**config.mk**
```make
export PLATFORM = sky130hd
export DESIGN_NAME = icache_tag_array
export DESIGN_NICKNAME = d
export VERILOG_FILES = /design/src/verilog/icache_pkg.sv /design/src/verilog/icache_tag_array.sv
export SDC_FILE = /design/constraint.sdc
export NUM_CORES = 1
export LEC_CHECK = 0
export BUFFER_PORTS_ARGS = -buffer_cell sky130_fd_sc_hd__buf_2
export CAP_MARGIN = 20
export CORE_ASPECT_RATIO = 0.9
export CORE_UTILIZATION = 38
export DETAILED_ROUTE_END_ITERATION = 8
export PLACE_DENSITY_LB_ADDON = 0.15
export SYNTH_ARGS = -nofsm -noshare
export SYNTH_HDL_FRONTEND = slang
export SYNTH_SLANG_ARGS = --single-unit
```
**constraint.sdc**
```tcl
create_clock -name clk_i -period 1.8 [get_ports clk_i]
set_input_delay 0.36 -clock clk_i [delete_from_list [all_inputs] [get_ports clk_i]]
set_output_delay 0.36 -clock clk_i [all_outputs]
set_load 0.005 [all_outputs]
```
**src/verilog/icache_pkg.sv**
```systemverilog
/* Instruction cache shared types */
`default_nettype none

package icache_pkg;

  // cache geometry
  localparam int unsigned ADDR_W   = 16;
  localparam int unsigned FETCH_W  = 32;
  localparam int unsigned LINE_W   = 128;
  localparam int unsigned OFFSET_W = 4;
  localparam int unsigned NUM_WAYS = 4;
  localparam int unsigned WAY_W    = 2;
  localparam int unsigned NUM_SETS = 16;
  localparam int unsigned INDEX_W  = 4;
  localparam int unsigned TAG_W    = ADDR_W - INDEX_W - OFFSET_W;

  // word select inside a line, the two low offset bits are byte lanes
  localparam int unsigned WORD_IDX_W = OFFSET_W - 2;
  // last set visited by the flush walk
  localparam logic [INDEX_W-1:0] LAST_SET = INDEX_W'(NUM_SETS - 1);

  // replacement lfsr, seed must be nonzero
  localparam int unsigned       LFSR_W    = 4;
  localparam logic [LFSR_W-1:0] LFSR_SEED = 4'b1001;

  typedef logic [ADDR_W-1:0]   addr_t;
  typedef logic [LINE_W-1:0]   line_t;
  typedef logic [NUM_WAYS-1:0] way_oh_t;

  // kind of packet on the return port
  typedef enum logic {
    RTRN_IFILL,
    RTRN_INV
  } rtrn_type_e;

  typedef enum logic [1:0] {
    FLUSH,
    IDLE,
    READ,
    MISS
  } ctrl_state_e;

  typedef struct packed {
    addr_t addr;
  } fetch_req_t;

  // line-aligned refill address plus the way that will take the line
  typedef struct packed {
    addr_t            paddr;
    logic [WAY_W-1:0] way;
  } mem_req_t;

  typedef struct packed {
    rtrn_type_e         rtype;
    line_t              data;
    logic [INDEX_W-1:0] inv_idx;
  } mem_rtrn_t;

endpackage

`default_nettype wire
```
**src/verilog/icache_tag_array.sv**
```systemverilog
/* Tag and valid arrays */
`default_nettype none

module icache_tag_array (
  input  logic                           clk_i,
  input  logic                           rst_ni,
  input  logic                           rden_i,
  input  logic                           wren_i,
  input  logic                           inv_en_i,
  input  logic                           flush_en_i,
  input  logic [icache_pkg::INDEX_W-1:0] flush_idx_i,
  input  logic [icache_pkg::INDEX_W-1:0] inv_idx_i,
  input  logic [icache_pkg::INDEX_W-1:0] index_i,
  input  logic [icache_pkg::TAG_W-1:0]   tag_i,
  input  icache_pkg::way_oh_t            victim_oh_i,
  output icache_pkg::way_oh_t            hit_oh_o,
  output icache_pkg::way_oh_t            valid_o
);

  logic [icache_pkg::TAG_W-1:0]   tag_mem [icache_pkg::NUM_WAYS][icache_pkg::NUM_SETS];
  icache_pkg::way_oh_t            vld_mem [icache_pkg::NUM_SETS];
  logic [icache_pkg::TAG_W-1:0]   tag_rdata [icache_pkg::NUM_WAYS];
  icache_pkg::way_oh_t            vld_rdata;
  logic [icache_pkg::INDEX_W-1:0] addr;
  icache_pkg::way_oh_t            way_en;
  logic                           vld_we;

  // flush beats invalidation, lookup index last
  assign addr = flush_en_i ? flush_idx_i :
                inv_en_i   ? inv_idx_i   :
                             index_i;

  // clears hit every way of the set, a fill only the victim
  assign way_en = (flush_en_i || inv_en_i) ? '1 : victim_oh_i;
  assign vld_we = wren_i | inv_en_i | flush_en_i;

  // valid bits, set on fill and cleared otherwise
  always_ff @(posedge clk_i or negedge rst_ni) begin : p_vld_mem
    if (!rst_ni) begin
      vld_mem <= '{default: '0};
    end else begin
      for (int w = 0; w < icache_pkg::NUM_WAYS; w++) begin
        if (vld_we && way_en[w]) begin
          vld_mem[addr][w] <= wren_i;
        end
      end
    end
  end

  // tags only change on fill
  always_ff @(posedge clk_i) begin : p_tag_mem
    for (int w = 0; w < icache_pkg::NUM_WAYS; w++) begin
      if (wren_i && victim_oh_i[w]) begin
        tag_mem[w][addr] <= tag_i;
      end
      if (rden_i) begin
        tag_rdata[w] <= tag_mem[w][addr];
      end
    end
  end

  always_ff @(posedge clk_i or negedge rst_ni) begin : p_vld_rd
    if (!rst_ni) begin
      vld_rdata <= '0;
    end else if (rden_i) begin
      vld_rdata <= vld_mem[addr];
    end
  end

  // compare against the tag of the request in lookup
  always_comb begin : p_hit
    for (int w = 0; w < icache_pkg::NUM_WAYS; w++) begin
      hit_oh_o[w] = vld_rdata[w] && (tag_rdata[w] == tag_i);
    end
  end

  assign valid_o = vld_rdata;

endmodule

`default_nettype wire

```
==> key figures <==
Detailed routing
  • Initial DRT Pass Iterations: 5
  • DRC viols: 0
  • Post-route ant nets: 0
  • Final wirelength: 61,900 um
  • Initial DRC count: 1,083
  • Post-detailed-route via-to-cell ratio: 5.30
  • Routed len/inst: 24.3 um
  • Vias: 13,524

Hold path
  • HP Class: in -> reg

Die
  • Cell Rows: 87
  • Die Wd: 268 um
  • IO Pins: 38
  • Initial Util: 0.385
  • Die Y: 241 um
  • Die area: 64,600 um^2
  • Core ar.: 62,800 um^2

Synthesis
  • Cell Area, Synth: 24,200 um^2
  • Commonest cells in the synthesized netlist: 544 x edfxtp_1, 142 x nor2_1, 128 x mux4_2
  • Post-synthesis sequential area ratio: 0.746
  • Most frequent cell after synthesis: edfxtp_1
  • Async S/R FF share, synth: 0.111
  • Ys flop type: edfxtp_1
  • Synth area leaders: edfxtp_1 68%, mux4_2 12%, dfrtp_1 7.0%
  • Mapped Cells: 1,344
  • Synth top area share: 0.676
  • Distinct cells, synth: 31
  • Syn_nets: 1,374
  • Syn_area_per_cell: 18.0 um^2
  • Synth Register Bits: 612
  • Number of flops mapped to enable cells by yosys: 544
  • Post-synth top area cell: edfxtp_1
  • Yosys warning count: 0

STA
  • Max Clock Skew: 0.0153 ns
  • Max frequency: 0.425 GHz
  • Tcrit/Tclk final: 1.31
  • Fin. max-slew vios: 0
  • Final Hold Viols: 0
  • RSZ-0062 raised after global routing: yes
  • Slew @ Worst Pin: 0.485 ns
  • Worst slew margin: 0.677
  • Tmin final: 2.36 ns
  • Worst setup margin: -0.555 ns
  • Final setup violation count: 9

Power and ir drop
  • Final Power: 34.2 mW
  • Leakage power: 10.8 nW
  • PD cells: 1080 nW/um^2
  • Clk pwr share: 0.387
  • Max VDD drop: 0.827 mV
  • Comb pwr share: 0.123
  • P_sw: 8.09 mW
  • Internal power: 26.1 mW
  • Seq pwr share: 0.490
  • Switching share of power: 0.237

Placement
  • Post-DP Area: 28,400 um^2
  • Port Buf Inserts: 37
  • Place WS: -0.783 ns
  • DP HPWL: 40,400 um
  • RePlAce Congestion: 0.818

Critical path
  • Arrival time worst endpoint: 2.00 ns
  • Critical-path maximum fanout: 1
  • WP data required: 1.44 ns
  • Kind of critical path: reg -> out
  • Critical-path top delay cell: edfxtp_1
  • CP Buf/Inv Count: 2
  • CP Capture Type: primary output
  • Crit start category: flip-flop
  • Crit-path leading delay family: simple AND/OR/NAND/NOR gates
  • Slowest Stage Delay on Critical Path: 0.41 ns
  • CP cell instances: xnor2_2, nand4_1, nor4_2, buf_4, buf_6

Clocking
  • CTS Root Cell: clkbuf_16
  • Worst skew pair latency: 0.59 ns
  • TritonCTS Buffers: 66
  • Clock transition at path regs: 0.05 ns
  • CTS Sinks: 612
  • Bufs on Longest Clock Path: 3
  • CTS tree: done
  • H-tree depth: 3

Status
  • Failing checks: setup timing
  • Run status: finished, violations left

Cells and area
  • # nets final: 1,687
  • Design Area, Final: 31,600 um^2
  • Area grow syn2layout: 30.6%
  • Filler cells: 5,168
  • Core Util, Final: 0.503
  • Diode count: 0
  • Proportion of layout cells with a drive suffix above 1: 0.402

Global routing
  • First-pass GRT wire length: 91,500 um
  • Initial antenna violation count: 0
  • GRT overflow: 0
  • Vias in the first global route: 14,040
  • Largest net degree at the start of global routing: 69
  • GRT Overall Usage: 0.195

Run
  • Maxcap violations: 0
-- registers in the layout, summed over array words and instances, names as in the netlist --
name and count:
tag_mem 512, tag_rdata 32, valid_o 4, vld_mem 64
-- stage by stage --
| stage | hold slack, ns | std cells | setup TNS [ns] |
|---|---|---|---|
| floorplan | 0.0644 | 1344 | -221.94 |
| global placement | 0.408 | 2398 | -339.46 |
| detailed placement | 0.413 | 2398 | -345.19 |
| CTS | 0.166 | 2537 | -1.89 |
| global route | 0.180 | 2551 | -3.03 |
| finish | 0.194 | 2551 | -1.72 |
-- metal layers --
layer,wire length (um),global-route usage,vias up
met2,29400,0.311,322
met4,1420,0.0554,0
met5,0,0,-
met3,2500,0.0268,87
met1,28600,0.282,7159
li1,-,-,5956
-- path summary, 6_finish.rpt --
check                           startpoint         endpoint  slack (ns)  cells after the start
max                        tag_rdata[2][4]      hit_oh_o[2]       -0.56                      5
max in group asynchronous           rst_ni       vld_mem[3]        1.17                      3
min                               tag_i[5]   tag_mem[0][77]        0.19                      2
max reg2reg                  tag_mem[3][1]  tag_rdata[3][1]        0.35                      4
min in group asynchronous           rst_ni      vld_mem[35]        0.30                      3
min reg2reg                    vld_mem[62]      vld_mem[62]        0.49                      2
-- power groups by stage --
stage	logic [mW]	clock network [mW]	registers [mW]
2_1_floorplan	2.13	0	16.9
3_3_place_gp	3.70	0	17.0
3_5_place_dp	3.76	0	17.0
4_1_cts	4.03	13.5	16.7
5_1_grt	4.53	14.0	16.8
6_report	4.19	13.2	16.8
-- kinds of logic (layout without fill, tap and decap cells) --
| logic type | count (synthesis) | in the layout | share of synthesized area |
|---|---|---|---|
| muxes | 141 | 141 | 0.125 |
| AOI/OAI and AO/OA | 175 | 176 | 0.0457 |
| DFF | 612 | 612 | 0.746 |
| xor gates and xnor gates | 32 | 32 | 0.0116 |
| and+or+nand+nor | 300 | 300 | 0.0539 |
| buffers and inverters | 84 | 445 | 0.0171 |
-- worst reg2reg max path: stages, from the launching register on --
cell and delay (ns):
edfxtp_1 0.35, mux4_2 0.48, a22oi_2 0.19, buf_4 0.14, nand2_1 0.04
-- final cells by class --
type	instances	area, um^2	share of cell area
Clock buffer	82	1830	0.0579
Clock inverter	35	278	0.00880
Inverter	4	15.0	0.000476
Multi-Input combinational cell	649	6530	0.207
Sequential cell	612	18000	0.571
Tap cell	845	1060	0.0335
Timing Repair Buffer	324	3820	0.121
-- timing repair --
item,in CTS,in global routing
endpoints found under the hold margin,68,0
resized for setup,42,60
hold buffers,1,0
buffers inserted,15,7
cloned,6,7
endpoints found under the setup margin,121,121
pin swaps,11,17
-- placed cells by master, fill, tap and decap left out, types with 8 or more instances in the layout --
master / n
a21oi_1: 81
nor4_2: 10
a22oi_1: 37
mux2_1: 9
buf_2: 33
nand2_1: 100
edfxtp_1: 544
buf_4: 171
buf_12: 88
nor2_1: 87
clkinv_1: 10
mux4_2: 128
xnor2_1: 25
clkbuf_16: 77
clkbuf_1: 10
dfrtp_1: 68
nand4_1: 8
buf_6: 14
nand3_1: 14
nor2_4: 51
a22oi_2: 43
clkinv_2: 16
Power figures use the tool's default switching activity.
