[src/verilog/icache_pkg.sv]
/* Instruction cache shared types */
`default_nettype none

package icache_pkg;

  // cache geometry
  localparam int unsigned ADDR_W   = 16;
  localparam int unsigned FETCH_W  = 32;
  localparam int unsigned LINE_W   = 128;
  localparam int unsigned OFFSET_W = 4;
  localparam int unsigned NUM_WAYS = 4;
  localparam int unsigned WAY_W    = 2;
  localparam int unsigned NUM_SETS = 16;
  localparam int unsigned INDEX_W  = 4;
  localparam int unsigned TAG_W    = ADDR_W - INDEX_W - OFFSET_W;

  // word select inside a line, the two low offset bits are byte lanes
  localparam int unsigned WORD_IDX_W = OFFSET_W - 2;
  // last set visited by the flush walk
  localparam logic [INDEX_W-1:0] LAST_SET = INDEX_W'(NUM_SETS - 1);

  // replacement lfsr, seed must be nonzero
  localparam int unsigned       LFSR_W    = 4;
  localparam logic [LFSR_W-1:0] LFSR_SEED = 4'b1001;

  typedef logic [ADDR_W-1:0]   addr_t;
  typedef logic [LINE_W-1:0]   line_t;
  typedef logic [NUM_WAYS-1:0] way_oh_t;

  // kind of packet on the return port
  typedef enum logic {
    RTRN_IFILL,
    RTRN_INV
  } rtrn_type_e;

  typedef enum logic [1:0] {
    FLUSH,
    IDLE,
    READ,
    MISS
  } ctrl_state_e;

  typedef struct packed {
    addr_t addr;
  } fetch_req_t;

  // line-aligned refill address plus the way that will take the line
  typedef struct packed {
    addr_t            paddr;
    logic [WAY_W-1:0] way;
  } mem_req_t;

  typedef struct packed {
    rtrn_type_e         rtype;
    line_t              data;
    logic [INDEX_W-1:0] inv_idx;
  } mem_rtrn_t;

endpackage

`default_nettype wire
[src/verilog/icache_repl.sv]
/* Way replacement */
`default_nettype none

module icache_repl (
  input  logic                         clk_i,
  input  logic                         rst_ni,
  input  icache_pkg::way_oh_t          valid_i,
  input  logic                         cmp_en_i,
  input  logic                         fill_i,
  output logic [icache_pkg::WAY_W-1:0] victim_o,
  output icache_pkg::way_oh_t          victim_oh_o
);

  logic [icache_pkg::LFSR_W-1:0] lfsr_q;
  logic [icache_pkg::WAY_W-1:0]  inv_way;
  logic                          all_valid;

  assign all_valid = &valid_i;

  // lowest invalid way by position
  always_comb begin : p_inv_way
    inv_way = '0;
    for (int w = icache_pkg::NUM_WAYS - 1; w >= 0; w--) begin
      if (!valid_i[w]) begin
        inv_way = w[icache_pkg::WAY_W-1:0];
      end
    end
  end

  // x^4 + x^3 + 1, steps only when a full set gets a line
  always_ff @(posedge clk_i or negedge rst_ni) begin : p_lfsr
    if (!rst_ni) begin
      lfsr_q <= icache_pkg::LFSR_SEED;
    end else if (fill_i && all_valid) begin
      lfsr_q <= {lfsr_q[icache_pkg::LFSR_W-2:0],
                 lfsr_q[icache_pkg::LFSR_W-1] ^ lfsr_q[icache_pkg::LFSR_W-2]};
    end
  end

  assign victim_o = all_valid ? lfsr_q[icache_pkg::WAY_W-1:0] : inv_way;

  // capture the victim of the lookup for the later fill
  always_ff @(posedge clk_i or negedge rst_ni) begin : p_victim
    if (!rst_ni) begin
      victim_oh_o <= '0;
    end else if (cmp_en_i) begin
      victim_oh_o <= icache_pkg::way_oh_t'(1) << victim_o;
    end
  end

endmodule

`default_nettype wire

[config.mk]
export PLATFORM = sky130hd
export DESIGN_NAME = icache_repl
export DESIGN_NICKNAME = d
export VERILOG_FILES = /design/src/verilog/icache_pkg.sv /design/src/verilog/icache_repl.sv
export SDC_FILE = /design/constraint.sdc
export NUM_CORES = 1
export LEC_CHECK = 0
export BUFFER_PORTS_ARGS = -buffer_cell sky130_fd_sc_hd__buf_2
export CORE_AREA = 2 2 39 41
export CTS_CLUSTER_DIAMETER = 120
export DETAILED_ROUTE_END_ITERATION = 8
export DIE_AREA = 0 0 41 43
export PLACE_DENSITY = 0.5
export SLEW_MARGIN = 5
export SYNTH_ARGS = -nofsm -noshare
export SYNTH_HDL_FRONTEND = slang
export SYNTH_SLANG_ARGS = --single-unit
[constraint.sdc]
create_clock -name clk_i -period 1.6 [get_ports clk_i]
set_input_delay 0 -clock clk_i [delete_from_list [all_inputs] [get_ports clk_i]]
set_output_delay 0 -clock clk_i [all_outputs]
set_load 0.01 [all_outputs]
==> results of run 1 <==
-- cell usage after synthesis --
master     count  area (µm²)
dfrtp_1        6       150.1
nand2_1        4       15.01
inv_1          3       11.26
mux2_2         3       33.78
a21oi_1        2       10.01
dfstp_2        2       52.55
mux2_1         2       22.52
o2bb2ai_1      2       17.52
a22o_1         1       8.760
and3b_1        1       8.760
nand2b_1       1       6.260
nand3_2        1       10.01
nor2_1         1       3.750
nor2_4         1       11.26
o21ai_0        1       5.000
o221ai_1       1       8.760
xor2_1         1       8.760
-- metrics by stage --
| step | total power, mW | utilization, % | worst slack (ps) | instances | hold slack [ps] |
|---|---|---|---|---|---|
| after floorplan | 0.2432 | - | 624.7 | 33 | -295.6 |
| after global placement | 0.2746 | 33.91 | 571.7 | 62 | -143.5 |
| after detailed placement | 0.2740 | 33.91 | 565.6 | 62 | -145.0 |
| after CTS | 0.4367 | 36.26 | 395.6 | 66 | 22.96 |
| after global routing | 0.4582 | 36.26 | 322.4 | 66 | 25.18 |
| final | 0.4260 | 36.26 | 419.5 | 66 | 29.22 |
-- sequential cells by signal (all words and copies together), names as in the netlist --
name	flops
lfsr_q	4
victim_oh_o	4
-- power by group through the flow --
stage	Combinational [mW]	Clock, mW	Sequential, mW
finish	0.0572	0.155	0.214
global route	0.0654	0.178	0.215
CTS	0.0585	0.164	0.214
detailed placement	0.0563	0	0.218
global placement	0.0568	0	0.218
floorplan	0.0217	0	0.222
-- placed cells by master, fill, tap and decap left out, drive strengths merged --
cell type | Yosys | layout
mux2 | 5 | 5
xor2 | 1 | 1
nand2 | 4 | 4
o21ai | 1 | 1
dfrtp | 6 | 6
clkbuf | 0 | 3
nand2b | 1 | 1
o2bb2ai | 2 | 2
o221ai | 1 | 1
inv | 3 | 3
nand3 | 1 | 1
and3b | 1 | 1
a21oi | 2 | 2
dlygate4sd3 | 0 | 1
buf | 0 | 13
a22o | 1 | 1
dfstp | 2 | 2
nor2 | 2 | 2
-- worst paths after layout --
path	end	slack, ps	cells after the start
max	victim_o[0]	420	3
max reg2reg	victim_oh_o[2]	570	3
min reg2reg	victim_oh_o[0]	480	1
min in group asynchronous	victim_oh_o[1]	120	2
min	victim_oh_o[3]	30	2
max in group asynchronous	lfsr_q[3]	1240	2
-- per-layer routing --
| layer | global-route usage, % | vias up | routed length, µm | part of all wire (%) |
|---|---|---|---|---|
| met2 | 14.37 | 11 | 318 | 44 |
| met5 | 0 | - | 0 | 0 |
| met3 | 6.283 | 0 | 58 | 8.1 |
| met1 | 12.71 | 147 | 342 | 48 |
| met4 | 6.000 | 0 | 0 | 0 |
| li1 | - | 151 | - | - |
-- logic make-up after synthesis --
logic type / after synthesis / share of synthesized area [%]
multiplexers: 5 / 14.66
XOR/XNOR: 1 / 2.281
flip-flops: 8 / 52.77
AND/OR/NAND/NOR: 9 / 14.33
AO/OA/AOI/OAI: 7 / 13.03
buffers and inverters: 3 / 2.931
-- area by class of cell --
cell class / count / area (µm²)
Fill cell: 154 / 882.1
Timing Repair Buffer: 14 / 75.07
Tap cell: 16 / 20.02
Inverter: 3 / 11.26
Multi-Input combinational cell: 22 / 170.2
Sequential cell: 8 / 202.7
Clock buffer: 3 / 22.52
-- critical path, stage by stage (launching register included) --
cell      delay [ps]
dfstp_2          560
o221ai_1         150
inv_1             90
buf_2            130
==> results.yml, run 1 <==
power_and_ir_drop:
  share_comb_of_total_power_pct: 13.4
  p_sw_uw: 104.2
  p_leak_nw: 0.2653
  ir_worst_vdd_mv: 0.3528
  clockPowerShare_pct: 36.3
  intPower_uw: 321.8
  powerDensity_nw_per_um2: 849.1
  share_seq_of_total_power_pct: 50.2
  sw_frac_of_total_pct: 24.46
placed_design:
  place_hpwl_um: 584.4
  placed_cell_area_um2: 469.2
  gpl.final_weighted_congestion: 0.6593
  port_bufs: 13
job:
  cap_violations: 0
timing:
  layout_worst_path_cycle_share_pct: 73.78
  grt_setup_unrepaired: "no"
  worst_clock_skew_ps: 1.475
  slew_margin_rel_pct: 83.20
  final-hold-violation-count: 0
  final.min_clock_period_ps: 1181
  maxSlewViolCount: 0
  timing.fmax_ghz: 0.8471
  total_neg_setup_slack_ps: 0
  timing_worst_slew_pin_value_ps: 249.3
  timing.final.setup_violations: 0
final_layout:
  area_growth_syn_to_layout_pct: 30.62
  n_antenna_cell: 0
  nets: 60
  final_area_um2: 501.7
  share_of_layout_cells_above_drive_strength_1_pct: 46.00
floorplan:
  fp.dieW_um: 41
  die_height_um: 43
  floorplan.core_area_um2: 1384
  die-area_um2: 1763
  floorplan.initialDensity_pct: 27.76
  num_rows: 14
  io_pins: 14
clocking:
  cts.htree.levels: 1
  clockRootBuffer: "clkbuf_4"
  tritoncts.num_buffers: 3
  cts.sinks: 8
  cts_hold_repair.buffers: 1
  cts_resized: 0
  clk_transition_reported_paths_ps: 60
  cts_post_setup_buffers_inserted: 0
  worstSkewPairLatency_ps: 250
  cts_tree: "yes"
  clock_path_buffers: 2
critical_path:
  critPathLaunch: "lfsr_q[0]"
  r2r_start: "lfsr_q[0]"
  crit_arrival_ps: 1180
  end_kind: "output pin"
  timing.critical_path.fanout_max: 5
  worst_setup_path_start_kind: "register"
  worst-setup-path-type: "register to output pin"
  worstPathRequired_ps: 1600
detailed_routing:
  ant_nets: 0
  drt-vias-per-instance: 4.682
  route.vias.total: 309
  initialDrtViolationCount: 8
  drt_first_pass_iters: 2
  route.final.wire_length_um: 720
  wire_per_inst_um: 10.91
  drc: 0
logic_synthesis:
  post_synth_num_cell_types: 17
  sequential_fraction_of_the_synthesis_area_pct: 52.77
  netlist_area_um2: 384.1
  postSynthCellCount: 33
  synth_seq_cells: 8
  yosys_warnings: 0
  post_synthesis_net_count: 41
  syn_area_per_cell_um2: 11.64
grt:
  antenna_found_initial: 0
  aggregate_global_routing_overflow: 0
  first_global_vias: 305
  grt_start_max_net_pins: 9
  track_usage_pct: 10.67
  grt_pass1_wl_um: 1179
worst_hold_path:
  worst_hold_path_type: "input pin to register"
  hp-start: "cmp_en_i"
run_status:
  run_status: "finished, final reports clean"
(Power assumes the default switching activity.)
==> run 2: changes to the inputs <==
==> constraint.sdc (replaced) <==
create_clock -name clk_i -period 1.2 [get_ports clk_i]
set_input_delay 0 -clock clk_i [delete_from_list [all_inputs] [get_ports clk_i]]
set_output_delay 0 -clock clk_i [all_outputs]
set_load 0.01 [all_outputs]
==> run 2 against run 1 <==
Effect of this change: combinational power increased by 38%; largest power group unchanged; sequential power increased by 34%; worst hold slack improved by 3.9 ps; non-clock buffer count unchanged; total power increased by 33%; first-iteration DRC count decreased by 75%; sequential share of layout area decreased by 0.50 points.
==> results.yml, run 2 (synthesis gave the netlist of run 1 again) <==
timing:
  final.min_clock_period_ps: 1130
  slew_margin_rel_pct: 83.33
  maxSlewViolCount: 0
  hold_ws_ps: 33.07
  worst_clock_skew_ps: 4.701
  timing.fmax_ghz: 0.8850
  timing_worst_slew_pin_value_ps: 247.4
  grt_setup_unrepaired: "no"
  final-hold-violation-count: 0
  layout_worst_path_cycle_share_pct: 94.16
  total_neg_setup_slack_ps: 0
  timing.final.setup_violations: 0
detailed_routing:
  ant_nets: 0
  drc: 0
  drt-vias-per-instance: 4.682
  route.vias.total: 309
  wire_per_inst_um: 11.33
  drt_first_pass_iters: 2
  route.final.wire_length_um: 748
  initialDrtViolationCount: 2
power_and_ir_drop:
  share_seq_of_total_power_pct: 50.6
  sw_frac_of_total_pct: 23.96
  clockPowerShare_pct: 35.5
  ir_worst_vdd_mv: 0.4543
  intPower_uw: 429.9
  powerDensity_nw_per_um2: 1113
  overall_power_uw: 565.3
  p_sw_uw: 135.5
  share_comb_of_total_power_pct: 14.0
  p_leak_nw: 0.2658
placed_design:
  port_bufs: 13
  place_hpwl_um: 611.9
  gpl.final_weighted_congestion: 0.6584
  placed_cell_area_um2: 469.2
clocking:
  clk_transition_reported_paths_ps: 60
  worstSkewPairLatency_ps: 250
  cts_tree: "yes"
  cts.htree.levels: 1
  tritoncts.num_buffers: 3
  cts.sinks: 8
  clockRootBuffer: "clkbuf_4"
  clock_path_buffers: 2
  cts_post_setup_buffers_inserted: 0
critical_path:
  worst_setup_path_start_kind: "register"
  end_kind: "output pin"
  crit_arrival_ps: 1130
  setup.reg_to_reg.worst_slack_ps: 160
  timing.critical_path.fanout_max: 5
  worst-setup-path-type: "register to output pin"
  worstPathRequired_ps: 1200
floorplan:
  fp.dieW_um: 41
  floorplan.initialDensity_pct: 27.76
  io_pins: 14
  die_height_um: 43
  die-area_um2: 1763
  num_rows: 14
  floorplan.core_area_um2: 1384
final_layout:
  final_area_um2: 508.0
  n_antenna_cell: 0
  multiInputGateArea_um2: 176.4
  mostFrequentLayoutCell: "buf_2"
  finish.utilization_pct: 36.71
  nets: 60
  area_growth_syn_to_layout_pct: 32.25
  seq_area_um2: 202.7
  share_of_layout_cells_above_drive_strength_1_pct: 48.00
  reg.largest.list: "lfsr_q x4, victim_oh_o x4"
  nFillCells: 138
  top_library_cells_by_usage_in_the_layout_fill_and_taps_aside: "buf_2 (13), dfrtp_1 (6), nand2_1 (4)"
grt:
  grt_start_max_net_pins: 9
  grt_pass1_wl_um: 1166
  first_global_vias: 289
  antenna_found_initial: 0
  aggregate_global_routing_overflow: 0
  track_usage_pct: 10.65
job:
  cap_violations: 0
run_status:
  run_status: "finished, final reports clean"
worst_hold_path:
  worst_hold_path_type: "input pin to register"
run 2: changes by cell type in the layout (fill, tap and decap cells not counted):
cell and delta:
o221ai_1 -1, o221ai_2 +1
run 2: area by class of cell:
type	instances	share of cell area, %
tap	16	3.941
multi-input combinational	22	34.73
timing repair buffer	14	14.78
inverter	3	2.217
sequential	8	39.90
clock buffer	3	4.433
run 2: metal layers:
metal | wire (µm) | track usage [%]
met4 | 4 | 8.000
met1 | 355 | 12.96
met2 | 334 | 14.06
met5 | 0 | 0
met3 | 55 | 4.712
run 2: path summary, 6_finish.rpt:
path,end,cells after the start,start
min in group asynchronous,victim_oh_o[3],2,rst_ni
worst max register to register,victim_oh_o[2],3,lfsr_q[0]
worst min register to register,victim_oh_o[0],1,victim_oh_o[0]
worst max-delay path,victim_o[0],3,lfsr_q[0]
max in group asynchronous,lfsr_q[0],2,rst_ni
worst min-delay path,victim_oh_o[3],2,cmp_en_i
run 2: metrics by stage:
| stage | setup WS (ps) | instances |
|---|---|---|
| after floorplan | 224.7 | 33 |
| after global placement | 171.6 | 62 |
| after detailed placement | 165.8 | 62 |
| after CTS | 36.36 | 66 |
| after global routing | 0.3050 | 66 |
| final | 70.10 | 66 |
run 2: power groups by stage:
| stage | Clock, mW | Sequential (mW) | Combinational [mW] |
|---|---|---|---|
| 3_3_place_gp | 0 | 0.290 | 0.0758 |
| 6_report | 0.201 | 0.286 | 0.0790 |
| 5_1_grt | 0.234 | 0.287 | 0.0891 |
| 4_1_cts | 0.217 | 0.286 | 0.0803 |
| 3_5_place_dp | 0 | 0.290 | 0.0755 |
| 2_1_floorplan | 0 | 0.295 | 0.0289 |
run 2: critical path, stage by stage (launching register included):
cell and delay, ps:
dfstp_2 570, o221ai_2 110, inv_1 80, buf_2 130
run 2: what timing repair did:
action,in CTS,in global routing
hold buffers,1,0
hold endpoints to repair,8,0
gates resized for setup,1,0
pin swaps,0,1
endpoints found under the setup margin,1,1
