--- src/verilog/icache_pkg.sv ---
/* Instruction cache shared types */
`default_nettype none

package icache_pkg;

  // cache geometry
  localparam int unsigned ADDR_W   = 16;
  localparam int unsigned FETCH_W  = 32;
  localparam int unsigned LINE_W   = 128;
  localparam int unsigned OFFSET_W = 4;
  localparam int unsigned NUM_WAYS = 4;
  localparam int unsigned WAY_W    = 2;
  localparam int unsigned NUM_SETS = 16;
  localparam int unsigned INDEX_W  = 4;
  localparam int unsigned TAG_W    = ADDR_W - INDEX_W - OFFSET_W;

  // word select inside a line, the two low offset bits are byte lanes
  localparam int unsigned WORD_IDX_W = OFFSET_W - 2;
  // last set visited by the flush walk
  localparam logic [INDEX_W-1:0] LAST_SET = INDEX_W'(NUM_SETS - 1);

  // replacement lfsr, seed must be nonzero
  localparam int unsigned       LFSR_W    = 4;
  localparam logic [LFSR_W-1:0] LFSR_SEED = 4'b1001;

  typedef logic [ADDR_W-1:0]   addr_t;
  typedef logic [LINE_W-1:0]   line_t;
  typedef logic [NUM_WAYS-1:0] way_oh_t;

  // kind of packet on the return port
  typedef enum logic {
    RTRN_IFILL,
    RTRN_INV
  } rtrn_type_e;

  typedef enum logic [1:0] {
    FLUSH,
    IDLE,
    READ,
    MISS
  } ctrl_state_e;

  typedef struct packed {
    addr_t addr;
  } fetch_req_t;

  // line-aligned refill address plus the way that will take the line
  typedef struct packed {
    addr_t            paddr;
    logic [WAY_W-1:0] way;
  } mem_req_t;

  typedef struct packed {
    rtrn_type_e         rtype;
    line_t              data;
    logic [INDEX_W-1:0] inv_idx;
  } mem_rtrn_t;

endpackage

`default_nettype wire
--- src/verilog/icache_ctrl.sv ---
/* Instruction cache controller */
`default_nettype none

module icache_ctrl (
  input  logic                           clk_i,
  input  logic                           rst_ni,
  input  logic                           flush_i,
  input  logic                           req_i,
  input  logic                           hit_i,
  input  logic                           mem_ack_i,
  input  logic                           mem_rtrn_vld_i,
  input  icache_pkg::rtrn_type_e         rtrn_type_i,
  output logic                           ready_o,
  output logic                           valid_o,
  output logic                           busy_o,
  output logic                           miss_o,
  output logic                           mem_req_o,
  output logic                           cache_rden_o,
  output logic                           cache_wren_o,
  output logic                           cmp_en_o,
  output logic                           inv_en_o,
  output logic                           flush_en_o,
  output logic [icache_pkg::INDEX_W-1:0] flush_idx_o
);

  icache_pkg::ctrl_state_e              state_d, state_q;
  logic                                 flush_d, flush_q;
  logic                                 cmp_en_d, cmp_en_q;
  logic [icache_pkg::INDEX_W-1:0]       flush_cnt_d, flush_cnt_q;
  logic                                 flush_done;
  logic                                 fill_rtrn;

  // returns are consumed unconditionally
  assign fill_rtrn = mem_rtrn_vld_i && (rtrn_type_i == icache_pkg::RTRN_IFILL);
  assign inv_en_o  = mem_rtrn_vld_i && (rtrn_type_i == icache_pkg::RTRN_INV);

  assign busy_o   = (state_q != icache_pkg::IDLE);
  assign cmp_en_o = cmp_en_q;

  //////////////////////////////////////////////////
  // flush walk over one set per cycle
  assign flush_en_o  = (state_q == icache_pkg::FLUSH);
  assign flush_done  = flush_en_o && (flush_cnt_q == icache_pkg::LAST_SET);
  assign flush_idx_o = flush_cnt_q;
  assign flush_cnt_d = flush_done ? '0 :
                       flush_en_o ? flush_cnt_q + icache_pkg::INDEX_W'(1) :
                                    flush_cnt_q;

  //////////////////////////////////////////////////
  // main fsm
  always_comb begin : p_fsm
    state_d      = state_q;
    // hold a flush request until the walk starts
    flush_d      = flush_q | flush_i;
    cmp_en_d     = 1'b0;
    ready_o      = 1'b0;
    valid_o      = 1'b0;
    miss_o       = 1'b0;
    mem_req_o    = 1'b0;
    cache_rden_o = 1'b0;
    cache_wren_o = 1'b0;

    unique case (state_q)
      icache_pkg::FLUSH: begin
        if (flush_done) begin
          state_d = icache_pkg::IDLE;
          flush_d = 1'b0;
        end
      end
      icache_pkg::IDLE: begin
        cmp_en_d = 1'b1;
        if (flush_d) begin
          state_d = icache_pkg::FLUSH;
        // a return this cycle owns the array port
        end else if (!mem_rtrn_vld_i) begin
          ready_o = 1'b1;
          if (req_i) begin
            cache_rden_o = 1'b1;
            state_d      = icache_pkg::READ;
          end
        end
      end
      icache_pkg::READ: begin
        cmp_en_d = 1'b1;
        if (hit_i) begin
          valid_o = 1'b1;
          state_d = icache_pkg::IDLE;
          // back-to-back lookup unless a flush is waiting
          if (!flush_d && !mem_rtrn_vld_i) begin
            ready_o = 1'b1;
            if (req_i) begin
              cache_rden_o = 1'b1;
              state_d      = icache_pkg::READ;
            end
          end
        end else begin
          // on a miss the refill request holds until acked
          cmp_en_d  = 1'b0;
          mem_req_o = 1'b1;
          if (mem_ack_i) begin
            miss_o  = 1'b1;
            state_d = icache_pkg::MISS;
          end
        end
      end
      icache_pkg::MISS: begin
        // word comes straight from the return line
        if (fill_rtrn) begin
          valid_o      = 1'b1;
          cache_wren_o = 1'b1;
          state_d      = icache_pkg::IDLE;
        end
      end
      default: begin
        state_d = icache_pkg::FLUSH;
      end
    endcase
  end

  always_ff @(posedge clk_i or negedge rst_ni) begin : p_regs
    if (!rst_ni) begin
      state_q     <= icache_pkg::FLUSH;
      flush_q     <= 1'b0;
      cmp_en_q    <= 1'b0;
      flush_cnt_q <= '0;
    end else begin
      state_q     <= state_d;
      flush_q     <= flush_d;
      cmp_en_q    <= cmp_en_d;
      flush_cnt_q <= flush_cnt_d;
    end
  end

endmodule

`default_nettype wire

--- config.mk ---
export PLATFORM = sky130hd
export DESIGN_NAME = icache_ctrl
export DESIGN_NICKNAME = d
export VERILOG_FILES = /design/src/verilog/icache_pkg.sv /design/src/verilog/icache_ctrl.sv
export SDC_FILE = /design/constraint.sdc
export NUM_CORES = 1
export LEC_CHECK = 0
export ABC_AREA = 1
export BUFFER_PORTS_ARGS = -buffer_cell sky130_fd_sc_hd__buf_2
export CAP_MARGIN = 10
export CORE_AREA = 2 2 39 41
export CTS_BUF_LIST = sky130_fd_sc_hd__clkbuf_8
export CTS_CLUSTER_SIZE = 20
export DETAILED_ROUTE_END_ITERATION = 12
export DIE_AREA = 0 0 41 43
export HOLD_SLACK_MARGIN = 0.15
export MAX_ROUTING_LAYER = met4
export PLACE_DENSITY = 0.7
export SYNTH_ARGS = -nofsm -noshare
export SYNTH_HDL_FRONTEND = slang
export SYNTH_SLANG_ARGS = --single-unit
--- constraint.sdc ---
create_clock -name clk_i -period 2.7 [get_ports clk_i]
set_input_delay 0.135 -clock clk_i [delete_from_list [all_inputs] [get_ports clk_i]]
set_output_delay 0.135 -clock clk_i [all_outputs]
set_load 0.01 [all_outputs]
==> results.md, run 1 <==
- Area growth, synth to finish: 32.3%
- RD Place Congestion: approximately 0.76
- Initial antenna violation count: 0
- Largest net degree at the start of global routing: 9
- Distinct cell type count after synthesis: 16
- Average cell area after synthesis: around 7.3 sq um
- Via count: between 500 and 600
- Most used cell, CP: nand2_1
- Hold Crit Depth: 3
- Tightest Pin Transition: between 200 and 300 ps
- Worst slew margin: 82.7%
- Root Buffer: clkbuf_8
- Worst vdd ir: 0.573 mV
- H-Tree Depth: 1
- CTS Buffer Depth: 2
- Cell chain of the critical path: inv_1 > ha_1 > nand2_1 > a21oi_2 > nand2_1 > nor2_1 > buf_2
- Worst EP required: 2570 ps
- Global-route wire length before repair: just over 2000 um
- Crit-path max cell delay: approximately 400 ps
- Worst Path Buf+Inv: 2
- Number of global-route vias before repair: 511
- Setup CP Type: reg2out
- Core box area: 0.00138 sq mm
- Initial Util: 39.5%
- CP top delay family: flip-flops
- Final net count: between 100 and 150
- WL final: 1200 um
- Worst Hold Class: in2reg
- RSZ-0062 raised after global routing: false
- Worst reg2reg path depth: 9
- Setup TNS: 0 ps
- Cells after Synth: 75
- Post-Syn Area: 547 sq um
- Port bufs: 21
- DP Area: 672 sq um
- Synth Register Bits: 8
- Gr usage total: 17.4%
- Element type at the critical path end: primary output
- Post-DP HPWL: 1000 um
- Layout cells sized above 1: about a third
- Antenna diodes: 0
- Clock slew at reported path FFs: 40 ps
- Die X: 41 um
- Critical path arrival: 1480 ps
- Initial DRC count: 7
- Syn nets: between 80 and 90
- Skew-Pair Late Insertion Delay: 230 ps
- Clock skew: roughly 2.1 ps
- Total CTS buffers: 3
- Row count: 14
- Status: finished, final reports clean
- GRT Residual Overflow: 0
- Slowest cell on the critical path: dfrtp_1
- Final hold viol count: 0
- Max Cap Viol: 0
- Max-slew violations: 0
- YS warnings: 0
- Die ar.: approximately 0.0018 sq mm
- Crit Path Max Fanout: 4
- Maximum operating frequency: 620 MHz
- Die Span Y: roughly 43 um
- Synth area leaders: dfrtp_1, nand2_1, ha_1
- Worst setup SP type: flip-flop
- CTS tree: yes
- Yosys top cell area share: around 37%
- Tcrit/Tclk final: 59.8%
- PwrDens: 915 mW/mm^2
- Finished Cell Area: 723 sq um
- Post-layout min period: roughly 1600 ps
- Setup violators final: 0
- Cell count along the critical path: 7
- Wirelength per Cell: between 10 and 15 um
- First drt pass iteration count: 4
- Seq/Total Area, Yosys: between 30% and 40%
- DRC Markers: 0
- Clock sinks: 8
- LEAKAGE: 0.414 nW
- Area leader, netlist: dfrtp_1
- Drt via density: between 4 and 5
- IO Pins: 22
- Antenna viol nets, final: 0
## stage by stage
stage | total power (W) | std cells | hold slack, ps | utilization, % | setup slack [ps]
after detailed placement | 0.000523 | 112 | -9.95 | 48.6 | 1310
after floorplan | 0.000415 | 75 | -161 | - | 1410
after global placement | 0.000512 | 112 | -11.0 | 48.6 | 1370
after global routing | 0.000725 | 116 | 245 | 52.3 | 926
final | 0.000662 | 116 | 202 | 52.3 | 1090
after CTS | 0.000672 | 116 | 204 | 52.3 | 1060
## layer usage
layer | vias to the layer above | global-route usage (%) | wire, um
li1 | 283 | - | -
met1 | 256 | 21.6 | 512
met2 | 26 | 26.3 | 585
met3 | 2 | 3.14 | 96
met4 | 0 | 8.00 | 4
met5 | - | - | 0
## final timing paths
| check | startpoint | slack (ps) | endpoint |
|---|---|---|---|
| worst min-delay path | flush_i | 200 | flush_q$_DFF_PN0_ |
| worst max register to register | state_q[0]$_DFFE_PN0P_ | 1380 | state_q[0]$_DFFE_PN0P_ |
| worst min register to register | flush_idx_o[3]$_DFFE_PN0P_ | 510 | flush_idx_o[3]$_DFFE_PN0P_ |
| worst max-delay path | state_q[0]$_DFFE_PN0P_ | 1090 | cache_rden_o |
| min in group asynchronous | rst_ni | 290 | flush_idx_o[1]$_DFFE_PN0P_ |
| max in group asynchronous | rst_ni | 2240 | cmp_en_o$_DFF_PN0_ |
## area by class of cell
class | instances | area [sq um]
clock buffers | 3 | 41.3
fillers | 139 | 661
inverters | 15 | 56.3
multi-input cells | 52 | 290
flip-flops and latches | 8 | 200
well taps | 16 | 20.0
repair buffers | 22 | 115
## worst min-delay path, delay by kind of cell
family | cells | cell delay [ps]
AND/OR/NAND/NOR | 2 | 150
buffers and inverters | 1 | 90
## cell usage in the layout (no fill, tap or decap), drive strengths merged
master        n
nor3          2
a21oi         4
or2           1
nand4         2
buf          21
o21ai         4
dfrtp         8
clkbuf        3
ha            5
dlygate4sd3   1
nor2          9
inv          15
nand3         6
nand2        18
xor2          1
## what timing repair did
action	4_1_cts	5_1_grt
gates resized for setup	0	0
hold buffers	1	0
buffers inserted	0	0
hold endpoints to repair	8	0
## cell families (layout without fill, tap and decap cells)
logic type / count (synthesis) / after routing / share of synthesized area [%]
flops: 8 / 8 / 36.6
fa+ha+maj: 5 / 5 / 11.4
xor+xnor: 1 / 1 / 1.60
buf+inv: 15 / 40 / 10.3
compound gates: 8 / 8 / 9.38
simple gates: 38 / 38 / 30.7
## sequential cells by signal, indices dropped and copies added (netlist names)
register     cells
cmp_en_o         1
flush_q          1
state_q          2
flush_idx_o      4
## synthesized netlist by cell type
| library cell | number |
|---|---|
| a21oi_1 | 3 |
| a21oi_2 | 1 |
| dfrtp_1 | 8 |
| ha_1 | 5 |
| inv_1 | 13 |
| inv_2 | 2 |
| nand2_1 | 18 |
| nand3_1 | 6 |
| nand4_1 | 2 |
| nor2_1 | 6 |
| nor2_2 | 3 |
| nor3_1 | 2 |
| o21ai_0 | 2 |
| o21ai_2 | 2 |
| or2_2 | 1 |
| xor2_1 | 1 |
## report_power, final
group	internal [W]	switching (W)	total [W]
combinational	0.000121	0.000183	0.000304
clock	0.0000964	0.0000448	0.000141
sequential	0.000170	0.0000467	0.000217
Power figures use the tool's default switching activity.
==> run 2: changes to the inputs <==
--- a/config.mk
+++ b/config.mk
@@ -5,7 +5,7 @@
 export SDC_FILE = /design/constraint.sdc
 export NUM_CORES = 1
 export LEC_CHECK = 0
-export ABC_AREA = 1
+export ABC_AREA = 0
 export BUFFER_PORTS_ARGS = -buffer_cell sky130_fd_sc_hd__buf_2
 export CAP_MARGIN = 10
 export CORE_AREA = 2 2 39 41
@@ -15,7 +15,7 @@
 export DIE_AREA = 0 0 41 43
 export HOLD_SLACK_MARGIN = 0.15
 export MAX_ROUTING_LAYER = met4
-export PLACE_DENSITY = 0.7
+export PLACE_DENSITY = 0.68
 export SYNTH_ARGS = -nofsm -noshare
 export SYNTH_HDL_FRONTEND = slang
 export SYNTH_SLANG_ARGS = --single-unit
==> constraint.sdc (replaced) <==
create_clock -name clk_i -period 1.5 [get_ports clk_i]
set_input_delay 0.075 -clock clk_i [delete_from_list [all_inputs] [get_ports clk_i]]
set_output_delay 0.075 -clock clk_i [all_outputs]
set_load 0.01 [all_outputs]
==> run 2 against run 1 <==
Net effect:
- area after synthesis is 3.4% lower
- first-iteration DRC count is 86% lower
- via count is 19% lower
- total power is 96% higher
- sequential cell count stayed put
- largest power group unchanged
==> results.md, run 2 <==
- Status: finished, final reports clean (unchanged)
- Crit-path max cell delay: 380 ps (was 400 ps)
- Antenna viol nets, final: 0 (unchanged)
- Seq/Total Area, Yosys: 37.9% (was 36.6%)
- RSZ-0062 raised after global routing: true (was false)
- Core box area: 0.00138 sq mm (unchanged)
- Die X: 41 um (unchanged)
- Commonest cells in the netlist: dfrtp_1, inv_1, ha_1, nand2_1, o21ai_0 (was nand2_1, inv_1, dfrtp_1)
- Clock skew: 2.68 ps (was 2.11 ps)
- Average cell area after synthesis: 9.96 sq um (was 7.29 sq um)
- First drt pass iteration count: 2 (was 4)
- RD Place Congestion: 0.757 (was 0.761)
- Die Span Y: 43 um (unchanged)
- Synth area leaders: dfrtp_1, ha_1, mux2i_1 (was dfrtp_1, nand2_1, ha_1)
- GRT Residual Overflow: 0 (unchanged)
- Worst Path Buf+Inv: 3 (was 2)
- Clock slew at reported path FFs: 40 ps (about the same)
- Area leader, netlist: dfrtp_1 (unchanged)
- Worst Hold Class: in2async (was in2reg)
- Tightest Pin Transition: 237 ps (was 259 ps)
- Row count: 14 (unchanged)
- Final hold viol count: 0 (unchanged)
- Antenna diodes: 0 (unchanged)
- Drt via density: 4.68 (was 4.89)
- Global-route wire length before repair: 1720 um (was 2060 um)
- Slowest cell on the critical path: dfrtp_1 (unchanged)
- Post-layout min period: 1470 ps
- LEAKAGE: 0.389 nW (was 0.414 nW)
- Switching share of power: 37.9% (was 41.5%)
- Commonest register cell after synthesis: dfrtp_1 (unchanged)
- Distinct cell type count after synthesis: 24 (was 16)
- Setup violators final: 0 (unchanged)
- Port bufs: 21 (unchanged)
- Most common cell after layout, fill and taps aside: buf_2 (unchanged)
- Clock sinks: 8 (unchanged)
- Post-DP HPWL: 807 um (was 1000 um)
- Largest net degree at the start of global routing: 9 (unchanged)
- FFs w/ async S/R, synth: 100% (unchanged)
- Skew-Pair Late Insertion Delay: 220 ps (was 230 ps)
- Worst slew margin: 84.2% (was 82.7%)
- Synth Register Bits: 8 (unchanged)
- Combinational power share: 50.7% (was 45.9%)
- Yosys top cell area share: 37.9% (was 36.6%)
- Most numerous cell in the Yosys netlist: dfrtp_1 (was nand2_1)
- Pint: 0.000804 W (was 0.000387 W)
- Wirelength per Cell: 10.4 um (was 10.3 um)
- CTS tree: yes (unchanged)
- Cell chain of the critical path: buf_4 > ha_2 > inv_1 > nor2_1 > or2_4 > buf_6 (was inv_1 > ha_1 > nand2_1 > a21oi_2 > nand2_1 > nor2_1 > buf_2)
- CTS Buffer Depth: 2 (unchanged)
- Post-synth EDFFs: 0 (unchanged)
- Setup CP Type: reg2out (unchanged)
- Net Switching: 0.000492 W (was 0.000275 W)
- Worst EP required: 1420 ps (was 2570 ps)
- CP top delay family: flip-flops (unchanged)
- PwrDens: 1600 mW/mm^2 (was 915 mW/mm^2)
- Total CTS buffers: 3 (unchanged)
- Initial Util: 38.2% (was 39.5%)
- Cells after Synth: 53 (was 75)
- Commonest cells after routing, fill and taps aside: buf_2, dfrtp_1, nand2_1, inv_1 (was buf_2, nand2_1, inv_1, dfrtp_1)
- Initial antenna violation count: 0 (unchanged)
- Worst setup SP type: flip-flop (unchanged)
- Critical path arrival: 1390 ps (was 1480 ps)
- Worst vdd ir: 1.36 mV (was 0.573 mV)
- Syn nets: 66 (was 88)
- Number of global-route vias before repair: 444 (was 511)
- Final non-filler cell total: 98 (was 116)
- Crit Path Max Fanout: 2 (was 4)
- Die ar.: 0.00176 sq mm (unchanged)
- WL final: 1020 um (was 1200 um)
- Clock group share of total power: 18.9% (was 21.3%)
- H-Tree Depth: 1 (unchanged)
- DRC Markers: 0 (unchanged)
- Max Cap Viol: 0 (unchanged)
- Post-Syn Area: 528 sq um (was 547 sq um)
- Number of flip-flops in the largest register: 4 (unchanged)
- Final net count: 97 (was 115)
- Finished Cell Area: 810 sq um (was 723 sq um)
- Tcrit/Tclk final: between 90% and 100%
- Reg2reg setup slack: 120 ps (was 1380 ps)
- Element type at the critical path end: primary output (unchanged)
- Setup TNS: 0 ps (unchanged)
- Dpl cells: 90 (was 112)
- DP Area: 653 sq um (was 672 sq um)
- Via count: 459 (was 567)
- Maximum operating frequency: 682 MHz
- Max-slew violations: 0 (unchanged)
- Area growth, synth to finish: 53.3% (was 32.3%)
- Layout cells sized above 1: 54.9% (was 33.0%)
- YS warnings: 0 (unchanged)
- Sequential power share: 30.4% (was 32.8%)
- Initial DRC count: 1 (was 7)
- Overall power after layout: 0.00130 W (was 0.000662 W)
- Gr usage total: 14.9% (was 17.4%)
- Root Buffer: clkbuf_8 (unchanged)
- Post-Route Utilization: 58.5% (was 52.3%)
- IO Pins: 22 (unchanged)
## run 2: cell count changes after synthesis, sizes merged, moves of 2 or more
| cell | previous run | this run |
|---|---|---|
| inv | 15 | 6 |
| nand3 | 6 | 3 |
| nand2 | 18 | 5 |
| nor2 | 9 | 2 |
| nor3 | 2 | 0 |
| and2 | 0 | 3 |
| nand2b | 0 | 2 |
| a21oi | 4 | 1 |
| mux2i | 0 | 3 |
| nor2b | 0 | 2 |
## run 2: final cells by class
| type | count | area (sq um) |
|---|---|---|
| inverter | 6 | 22.5 |
| timing repair buffer | 26 | 155 |
| tap | 16 | 20.0 |
| clock buffer | 3 | 41.3 |
| multi-input combinational | 39 | 370 |
| fill | 119 | 574 |
| sequential | 8 | 200 |
## run 2: logic make-up (layout without fill, tap and decap cells)
logic type	count (synthesis)	after routing	synth area share (%)
buffers and inverters	6	35	4.27
AND/OR/NAND/NOR	21	21	25.8
adder cells (fa/ha/maj)	5	5	11.8
flip-flops	8	8	37.9
multiplexers	4	4	7.82
AO/OA/AOI/OAI	8	8	10.7
XOR/XNOR	1	1	1.66
## run 2: layer usage
layer	GRT usage (%)	vias up	routed length (um)
met4	4.00	0	0
met2	21.9	12	518
li1	-	243	-
met5	-	-	0
met3	7.85	0	65
met1	17.3	204	432
## run 2: stage by stage
stage	worst slack [ps]	hold slack (ps)
floorplan	83.6	-221
global placement	82.1	-75.9
global route	-61.4	242
finish	34.2	221
detailed placement	31.1	-74.2
CTS	-59.8	224
## run 2: worst paths after layout
path / from / end / cells past startpoint
min in group clk_i: hit_i / cmp_en_o$_DFF_PN0_ / 4
worst min-delay path: rst_ni / flush_idx_o[3]$_DFFE_PN0P_ / 2
max in group asynchronous: rst_ni / state_q[0]$_DFFE_PN0P_ / 2
worst max-delay path: state_q[0]$_DFFE_PN0P_ / valid_o / 6
worst max register to register: state_q[1]$_DFFE_PN0P_ / state_q[0]$_DFFE_PN0P_ / 6
worst min register to register: flush_idx_o[3]$_DFFE_PN0P_ / flush_idx_o[3]$_DFFE_PN0P_ / 1
## run 2: power groups by stage
stage / logic [W] / registers (W) / clock network, W
2_1_floorplan: 0.000316 / 0.000421 / 0
3_3_place_gp: 0.000505 / 0.000397 / 0
3_5_place_dp: 0.000514 / 0.000397 / 0
4_1_cts: 0.000657 / 0.000392 / 0.000254
5_1_grt: 0.000732 / 0.000412 / 0.000267
6_report: 0.000657 / 0.000394 / 0.000245
## run 2: what timing repair did
action,in CTS,in global routing
hold buffers,1,0
setup endpoints to repair,4,6
gates cloned,0,0
resized for setup,12,5
pin swaps,2,2
hold endpoints to repair,8,0
setup buffers,4,0
